--- config.mk ---
export PLATFORM = sky130hd
export DESIGN_NAME = cpu
export DESIGN_NICKNAME = d
export VERILOG_FILES = /design/src/verilog/lc3b_pkg.sv /design/src/verilog/alu.sv /design/src/verilog/regfile.sv /design/src/verilog/cpu_datapath.sv /design/src/verilog/cpu_control.sv /design/src/verilog/cpu.sv
export SDC_FILE = /design/constraint.sdc
export NUM_CORES = 1
export LEC_CHECK = 0
export BUFFER_PORTS_ARGS = -buffer_cell sky130_fd_sc_hd__buf_2
export CAP_MARGIN = 10
export CORE_MARGIN = 2
export CORE_UTILIZATION = 37
export CTS_BUF_LIST = sky130_fd_sc_hd__clkbuf_2 sky130_fd_sc_hd__clkbuf_4 sky130_fd_sc_hd__clkbuf_8
export CTS_CLUSTER_DIAMETER = 60
export CTS_CLUSTER_SIZE = 28
export DETAILED_ROUTE_END_ITERATION = 7
export PLACE_DENSITY = 0.57
export SYNTH_ARGS = -nofsm -noshare
export SYNTH_HDL_FRONTEND = slang
export SYNTH_SLANG_ARGS = --single-unit
--- constraint.sdc ---
create_clock -name clk -period 7.82 [get_ports clk]
set_clock_uncertainty 0.15 [all_clocks]
set_input_delay 1.173 -clock clk [delete_from_list [all_inputs] [get_ports clk]]
set_output_delay 1.173 -clock clk [all_outputs]
set_load 0.02 [all_outputs]
--- src/verilog/lc3b_pkg.sv ---
`default_nettype none

package lc3b_pkg;

	typedef logic [15:0] lc3b_word;
	typedef logic [2:0] lc3b_reg;
	typedef logic [1:0] lc3b_sel;

	typedef enum logic [3:0] {
		op_br  = 4'b0000,
		op_add = 4'b0001,
		op_and = 4'b0101,
		op_ldr = 4'b0110,
		op_str = 4'b0111,
		op_not = 4'b1001,
		op_jmp = 4'b1100,
		op_lea = 4'b1110
	} lc3b_opcode;

	typedef enum logic [1:0] {
		alu_add,
		alu_and,
		alu_not,
		alu_pass
	} lc3b_aluop;

	typedef struct packed {
		lc3b_opcode opcode;
		lc3b_reg dr;
		lc3b_reg sr1;
		logic imm_flag;
		logic [4:0] imm5; // low three bits double as sr2
	} lc3b_arith_t;

	typedef struct packed {
		lc3b_opcode opcode;
		lc3b_reg dr; // source register for STR
		lc3b_reg base_r;
		logic [5:0] offset6;
	} lc3b_mem_t;

	typedef struct packed {
		lc3b_opcode opcode;
		logic [2:0] nzp;
		logic [8:0] offset9;
	} lc3b_pcrel_t;

	typedef union packed {
		lc3b_arith_t arith;
		lc3b_mem_t mem;
		lc3b_pcrel_t pcrel;
	} lc3b_instr;

	localparam lc3b_word reset_pc = 16'h0000; // first fetch address

	// mux select encodings shared by controller and datapath
	localparam lc3b_sel pcmux_plus2 = 2'b00;
	localparam lc3b_sel pcmux_offset9 = 2'b01;
	localparam lc3b_sel pcmux_alu = 2'b10;
	localparam lc3b_sel alumux_sr2 = 2'b00;
	localparam lc3b_sel alumux_offset6 = 2'b01;
	localparam lc3b_sel alumux_imm5 = 2'b10;
	localparam lc3b_sel regfilemux_alu = 2'b00;
	localparam lc3b_sel regfilemux_mdr = 2'b01;
	localparam lc3b_sel regfilemux_lea = 2'b10;
	localparam lc3b_sel marmux_alu = 2'b00;
	localparam lc3b_sel marmux_pc = 2'b01;
	localparam lc3b_sel mdrmux_alu = 2'b00;
	localparam lc3b_sel mdrmux_mem = 2'b01;

endpackage : lc3b_pkg

`default_nettype wire

--- src/verilog/alu.sv ---
`default_nettype none

module alu import lc3b_pkg::*; (
	input lc3b_aluop aluop,
	input lc3b_word a,
	input lc3b_word b,
	output lc3b_word f
);

	always_comb begin
		case (aluop)
			alu_add: begin
				f = a + b;
			end
			alu_and: begin
				f = a & b;
			end
			alu_not: begin
				f = ~a; // b is ignored
			end
			default: begin
				f = a; // pass for STR data and JMP target
			end
		endcase
	end

endmodule : alu

`default_nettype wire

--- src/verilog/regfile.sv ---
`default_nettype none

module regfile import lc3b_pkg::*; (
	input logic clk,
	input logic rst_n,
	input logic load,
	input lc3b_reg dest,
	input lc3b_word in_data,
	input lc3b_reg src_a,
	input lc3b_reg src_b,
	output lc3b_word reg_a,
	output lc3b_word reg_b
);

	lc3b_word regs [8];

	always_ff @(posedge clk) begin
		if (!rst_n) begin
			for (int i = 0; i < 8; i++) begin
				regs[i] <= '0;
			end
		end else if (load) begin
			regs[dest] <= in_data;
		end
	end

	assign reg_a = regs[src_a]; // reads see the old value during a write
	assign reg_b = regs[src_b];

endmodule : regfile

`default_nettype wire

--- src/verilog/cpu_datapath.sv ---
`default_nettype none

module cpu_datapath import lc3b_pkg::*; (
	input logic clk,
	input logic rst_n,
	input logic load_pc,
	input logic load_ir,
	input logic load_regfile,
	input logic load_mar,
	input logic load_mdr,
	input logic load_cc,
	input lc3b_aluop aluop,
	input lc3b_sel pcmux_sel,
	input lc3b_sel alumux_sel,
	input lc3b_sel regfilemux_sel,
	input lc3b_sel marmux_sel,
	input lc3b_sel mdrmux_sel,
	input logic storemux_sel,
	input lc3b_word mem_rdata,
	output lc3b_word mem_address,
	output lc3b_word mem_wdata,
	output lc3b_opcode opcode,
	output logic immediate,
	output logic base_is_r7,
	output logic branch_enable
);

	lc3b_word pc;
	lc3b_word mar;
	lc3b_word mdr;
	lc3b_instr ir;
	logic [2:0] cc; // n, z, p
	logic [2:0] cc_next;
	lc3b_word pc_plus2;
	lc3b_word pc_offset;
	lc3b_word sext_imm5;
	lc3b_word adj6;
	lc3b_word adj9;
	lc3b_word reg_a;
	lc3b_word reg_b;
	lc3b_word alu_b;
	lc3b_word alu_out;
	lc3b_word pcmux_out;
	lc3b_word regfile_in;
	lc3b_word marmux_out;
	lc3b_word mdrmux_out;
	lc3b_reg src_a;

	assign pc_plus2 = pc + 16'd2;
	assign sext_imm5 = {{11{ir.arith.imm5[4]}}, ir.arith.imm5};
	assign adj6 = {{9{ir.mem.offset6[5]}}, ir.mem.offset6, 1'b0}; // word offset
	assign adj9 = {{6{ir.pcrel.offset9[8]}}, ir.pcrel.offset9, 1'b0};
	assign pc_offset = pc + adj9; // pc already points past this instruction
	assign src_a = storemux_sel ? ir.mem.dr : ir.arith.sr1; // STR reads its source from dr

	always_comb begin
		case (pcmux_sel)
			pcmux_offset9: pcmux_out = pc_offset;
			pcmux_alu: pcmux_out = alu_out;
			default: pcmux_out = pc_plus2;
		endcase
		case (alumux_sel)
			alumux_offset6: alu_b = adj6;
			alumux_imm5: alu_b = sext_imm5;
			default: alu_b = reg_b;
		endcase
		case (regfilemux_sel)
			regfilemux_mdr: regfile_in = mdr;
			regfilemux_lea: regfile_in = pc_offset;
			default: regfile_in = alu_out;
		endcase
		marmux_out = (marmux_sel == marmux_pc) ? pc : alu_out;
		mdrmux_out = (mdrmux_sel == mdrmux_mem) ? mem_rdata : alu_out;
	end

	always_comb begin
		if (regfile_in[15]) begin
			cc_next = 3'b100;
		end else if (regfile_in == '0) begin
			cc_next = 3'b010;
		end else begin
			cc_next = 3'b001;
		end
	end

	always_ff @(posedge clk) begin
		if (!rst_n) begin
			pc <= reset_pc;
			ir <= '0;
			mar <= '0;
			mdr <= '0;
			cc <= '0;
		end else begin
			if (load_pc) pc <= pcmux_out;
			if (load_ir) ir <= mdr;
			if (load_mar) mar <= marmux_out;
			if (load_mdr) mdr <= mdrmux_out;
			if (load_cc) cc <= cc_next;
		end
	end

	regfile u_regfile (
		.clk(clk),
		.rst_n(rst_n),
		.load(load_regfile),
		.dest(ir.arith.dr),
		.in_data(regfile_in),
		.src_a(src_a),
		.src_b(ir.arith.imm5[2:0]), // sr2 field
		.reg_a(reg_a),
		.reg_b(reg_b)
	);

	alu u_alu (
		.aluop(aluop),
		.a(reg_a),
		.b(alu_b),
		.f(alu_out)
	);

	assign mem_address = mar;
	assign mem_wdata = mdr;
	assign opcode = ir.arith.opcode;
	assign immediate = ir.arith.imm_flag;
	assign base_is_r7 = (ir.mem.base_r == 3'b111);
	assign branch_enable = |(ir.pcrel.nzp & cc);

endmodule : cpu_datapath

`default_nettype wire

--- src/verilog/cpu_control.sv ---
`default_nettype none

module cpu_control import lc3b_pkg::*; (
	input logic clk,
	input logic rst_n,
	input lc3b_opcode opcode,
	input logic immediate,
	input logic base_is_r7,
	input logic branch_enable,
	input logic mem_resp,
	output logic load_pc,
	output logic load_ir,
	output logic load_regfile,
	output logic load_mar,
	output logic load_mdr,
	output logic load_cc,
	output lc3b_aluop aluop,
	output lc3b_sel pcmux_sel,
	output lc3b_sel alumux_sel,
	output lc3b_sel regfilemux_sel,
	output lc3b_sel marmux_sel,
	output lc3b_sel mdrmux_sel,
	output logic storemux_sel,
	output logic mem_read,
	output logic mem_write
);

	enum logic [4:0] {
		fetch1, fetch2, fetch3, decode,
		s_add, s_and, s_not,
		s_calc_addr, s_ldr1, s_ldr2, s_str1, s_str2,
		s_br, s_br_taken, s_jmp, s_ret, s_lea
	} state, next_state;

	always_comb begin
		load_pc = 1'b0;
		load_ir = 1'b0;
		load_regfile = 1'b0;
		load_mar = 1'b0;
		load_mdr = 1'b0;
		load_cc = 1'b0;
		aluop = alu_add;
		pcmux_sel = pcmux_plus2;
		alumux_sel = alumux_sr2;
		regfilemux_sel = regfilemux_alu;
		marmux_sel = marmux_alu;
		mdrmux_sel = mdrmux_alu;
		storemux_sel = 1'b0;
		mem_read = 1'b0;
		mem_write = 1'b0;
		case (state)
			fetch1: begin
				marmux_sel = marmux_pc; // mar <= pc, pc <= pc + 2
				load_mar = 1'b1;
				load_pc = 1'b1;
			end
			fetch2: begin
				mem_read = 1'b1;
				mdrmux_sel = mdrmux_mem;
				load_mdr = mem_resp; // capture only the response word
			end
			fetch3: begin
				load_ir = 1'b1;
			end
			s_add, s_and: begin
				aluop = (state == s_add) ? alu_add : alu_and;
				alumux_sel = immediate ? alumux_imm5 : alumux_sr2;
				load_regfile = 1'b1;
				load_cc = 1'b1;
			end
			s_not: begin
				aluop = alu_not;
				load_regfile = 1'b1;
				load_cc = 1'b1;
			end
			s_calc_addr: begin
				alumux_sel = alumux_offset6; // base + offset6 * 2
				load_mar = 1'b1;
			end
			s_ldr1: begin
				mem_read = 1'b1;
				mdrmux_sel = mdrmux_mem;
				load_mdr = mem_resp;
			end
			s_ldr2: begin
				regfilemux_sel = regfilemux_mdr;
				load_regfile = 1'b1;
				load_cc = 1'b1;
			end
			s_str1: begin
				storemux_sel = 1'b1; // store data comes from dr
				aluop = alu_pass;
				load_mdr = 1'b1;
			end
			s_str2: begin
				mem_write = 1'b1;
			end
			s_br_taken: begin
				pcmux_sel = pcmux_offset9;
				load_pc = 1'b1;
			end
			s_jmp, s_ret: begin
				aluop = alu_pass; // base register straight to pc
				pcmux_sel = pcmux_alu;
				load_pc = 1'b1;
			end
			s_lea: begin
				regfilemux_sel = regfilemux_lea;
				load_regfile = 1'b1;
				load_cc = 1'b1;
			end
			default: ; // decode and s_br only look at the IR
		endcase
	end

	always_comb begin
		next_state = state;
		case (state)
			fetch1: next_state = fetch2;
			fetch2: if (mem_resp) next_state = fetch3;
			fetch3: next_state = decode;
			decode: begin
				case (opcode)
					op_add: next_state = s_add;
					op_and: next_state = s_and;
					op_not: next_state = s_not;
					op_ldr, op_str: next_state = s_calc_addr;
					op_br: next_state = s_br;
					op_jmp: next_state = base_is_r7 ? s_ret : s_jmp;
					op_lea: next_state = s_lea;
					default: next_state = fetch1; // unsupported opcode is skipped
				endcase
			end
			s_calc_addr: next_state = (opcode == op_ldr) ? s_ldr1 : s_str1;
			s_ldr1: if (mem_resp) next_state = s_ldr2;
			s_str1: next_state = s_str2;
			s_str2: if (mem_resp) next_state = fetch1;
			s_br: next_state = branch_enable ? s_br_taken : fetch1;
			default: next_state = fetch1;
		endcase
	end

	always_ff @(posedge clk) begin
		if (!rst_n) begin
			state <= fetch1;
		end else begin
			state <= next_state;
		end
	end

endmodule : cpu_control

`default_nettype wire

--- src/verilog/cpu.sv ---
`default_nettype none

module cpu import lc3b_pkg::*; (
	input logic clk,
	input logic rst_n,
	input lc3b_word mem_rdata,
	input logic mem_resp,
	output lc3b_word mem_address,
	output lc3b_word mem_wdata,
	output logic mem_read,
	output logic mem_write
);

	logic load_pc;
	logic load_ir;
	logic load_regfile;
	logic load_mar;
	logic load_mdr;
	logic load_cc;
	lc3b_aluop aluop;
	lc3b_sel pcmux_sel;
	lc3b_sel alumux_sel;
	lc3b_sel regfilemux_sel;
	lc3b_sel marmux_sel;
	lc3b_sel mdrmux_sel;
	logic storemux_sel;
	lc3b_opcode opcode;
	logic immediate;
	logic base_is_r7;
	logic branch_enable;

	// port names match across both blocks
	cpu_control u_control (.*);

	cpu_datapath u_datapath (.*);

endmodule : cpu

`default_nettype wire

==> flow_summary.toml <==
[yosys]
synth_enable_flop_cells = 128
netlist-cell-type-count = 97
synth_sequential_area_ratio = 0.392
postSynthRegisterBits = 203
netlist_area_um2 = 13700
synth_nets = 1527
synth-warning-count = 0
asyncSetResetFlopFracSynth = 0
flip_flop_cell_with_the_highest_count_after_synthesis = "edfxtp_1"
netlist_instances = 1471
syn_area_per_cell_um2 = 9.28

[global_routing]
via_count_of_the_first_global_routing_pass = 11622
grtUsageMet3 = 0.0485
grt-busiest-layer = "met2"
grt_antenna_before_repair = 0
grt_first_pass_wirelength_mm = 76.6
grt_max_degree = 57
grt_use_met1 = 0.374
grt.met2_usage = 0.415
gr_ovfl_total = 0
grtUsageTotal = 0.266

[critical_path]
cp_data_required_time_ns = 8.15
timing.reg2reg.worst_path_depth = 17
worst_setup_path_start_kind = "flip-flop"
worst-endpoint-arrival_ns = 7.50
timing.setup.critical_path_class = "flip-flop to flip-flop"
setup.worst_path.end_class = "flip-flop"
critical_path.max_fanout = 32

[floorplan]
dieWidth_um = 196
initial_utilization = 0.375
rows = 70
ioPinCount = 53
core_area_um2 = 36400
die_area_um2 = 38400
dieHeight_um = 196

[clocking]
clock_sink_count = 203
clk_pin_slew_ns = 0.09
cts.repair.resized = 0
post_cts_buffers = 0
hold_buffers = 0
cts.htree.levels = 1
clock_tree_from_tritoncts = "yes"
cts_buffers = 25
insertion_delay_of_the_later_clocked_pin_in_the_worst_skew_pair_ns = 0.61
clk_buf_depth = 3
clockRootBuffer = "clkbuf_8"

[power_and_ir_drop]
internal_power_mw = 1.88
vdd_ir_drop_max_v = 0.000150
seqPwrFrac = 0.416
pwr_per_cell_area_nw_per_um2 = 203
comb_power_share = 0.276
switching_share = 0.379
clock_power_share = 0.308
total_leakage_power_nw = 5.43
pnr_total_power_mw = 3.03
total_switching_power_mw = 1.15

[detailed_routing]
drt.antenna.violating_nets = 0
routed_wire_length_per_instance_um = 26.2
finalWirelength_mm = 51.6
vias_per_cell = 6.31
post-route-drc-count = 0
drt_first_iter_violations = 1498
vias = 12426
detail_route.first_pass.iterations = 5

[timing]
timing_max_transition_violations_final = 0
timing.max_slew.rel_slack = 0.180
timing.final.crit_period_ns = 7.16
layout_setup_ws_ns = 0.656
setup_viol_count_final = 0
finalHoldViolations = 0
setup_tns_ns = 0
max_freq_ghz = 0.140
min_period_over_period = 0.916
rsz0062_at_grt = "no"
worstMarginPinSlew_ns = 1.23

[placed_design]
place_ws_ns = 0.929
place.port_buffers = 52
place.detailed.hpwl_mm = 36.1
detailed_place.area_um2 = 14300
gp_routability_congestion = 0.943
placed_cells = 1924

[worst_hold_path]
timing.hold.worst_path_depth = 2
holdCritPathClass = "flip-flop to flip-flop"

[job]
max_cap_viols = 0

[layout]
highest_count_cells_in_the_layout_ignoring_fill_and_taps = "nor2_1, nand2_1, edfxtp_1"
area.growth.synth_to_final_pct = 9.49
mostFrequentLayoutCell = "nor2_1"
diodes = 0
layout.cell_area.non_filler_um2 = 14900
stdcell_count = 1969
share_of_post_route_cells_with_drive_strength_above_1 = 0.151
finish.net_count = 1539

[run_status]
status = "completed"
sequential cells by signal, indices dropped and copies added, names as in the netlist, named ones only:
register and cells:
u_control.state 5, u_datapath.mem_wdata 16, u_datapath.ir 16, u_datapath.pc 16
u_datapath.mem_address 16, u_datapath.cc 3, u_datapath.u_regfile.regs 128
area by class of cell:
class                   count  area [µm²]
fillers                  3650       21500
flip-flops and latches    203        5350
well taps                 468         586
clock inverters            19         246
multi-input cells        1144        7800
clock buffers              26         352
inverters                  19        71.3
repair buffers             90         546
per-layer routing:
metal,part of all wire,vias up
met3,0.097,118
met4,0.033,0
met5,0,-
li1,-,5557
met1,0.43,6120
met2,0.44,631
kinds of logic (layout without fill, tap and decap cells):
| group | after synthesis | after routing | share of synthesized area |
|---|---|---|---|
| AND/OR/NAND/NOR | 567 | 567 | 0.194 |
| AO/OA/AOI/OAI | 431 | 431 | 0.225 |
| flip-flops | 203 | 203 | 0.392 |
| buffers and inverters | 124 | 154 | 0.0390 |
| multiplexers | 81 | 81 | 0.0974 |
| adder cells (fa/ha/maj) | 38 | 38 | 0.0357 |
| XOR/XNOR | 27 | 27 | 0.0173 |
path summary, 6_finish.rpt:
kind                              startpoint                       endpoint  slack [ns]
max reg2reg  u_control.state[1]$_SDFFE_PN0P_  u_datapath.cc[0]$_SDFFE_PN0N_        0.66
max          u_control.state[1]$_SDFFE_PN0P_  u_datapath.cc[0]$_SDFFE_PN0N_        0.66
min reg2reg    u_datapath.cc[1]$_SDFFE_PN0N_  u_datapath.cc[1]$_SDFFE_PN0N_        0.35
min            u_datapath.cc[1]$_SDFFE_PN0N_  u_datapath.cc[1]$_SDFFE_PN0N_        0.35
power groups by stage:
stage / logic (mW) / clock network [mW] / registers (mW)
2_1_floorplan: 0.548 / 0 / 1.26
3_3_place_gp: 0.813 / 0 / 1.28
3_5_place_dp: 0.818 / 0 / 1.28
4_1_cts: 0.821 / 0.944 / 1.26
5_1_grt: 0.896 / 0.992 / 1.27
6_report: 0.835 / 0.933 / 1.26
through the flow:
stage          hold WS [ns]   util
3_3_place_gp          0.311  0.394
6_report              0.348  0.410
4_1_cts               0.346  0.410
3_5_place_dp          0.334  0.394
2_1_floorplan         0.296      -
5_1_grt               0.390  0.410
cells in the mapped netlist (all sizes together) (30+ instances only):
master  instances  area (µm²)
nand3          39         200
o21ai          71         382
nand2b         42         263
a22oi          48         360
clkbuf         75         283
mux4           40         901
nor2          199         752
mux2i          32         320
a211oi         45         353
edfxtp        128        3840
nand2         165         629
buf            30         178
ha             35         438
dfxtp          75        1500
a21oi          96         503
critical path, stage by stage, from the launching register on:
cell,delay (ns)
dfxtp_1,0.63
nor2b_2,0.78
nand3_2,0.69
nand2_4,0.64
a211oi_1,0.19
nor3_2,0.42
ha_1,0.32
a211oi_1,0.26
o21bai_1,0.18
a21oi_1,0.20
xnor2_1,0.10
a21oi_1,0.36
o21ai_0,0.27
nor3b_2,0.69
nand4_1,0.25
nor4_1,0.40
nand4_1,0.20
a41o_1,0.29
(Power assumes the default switching activity.)
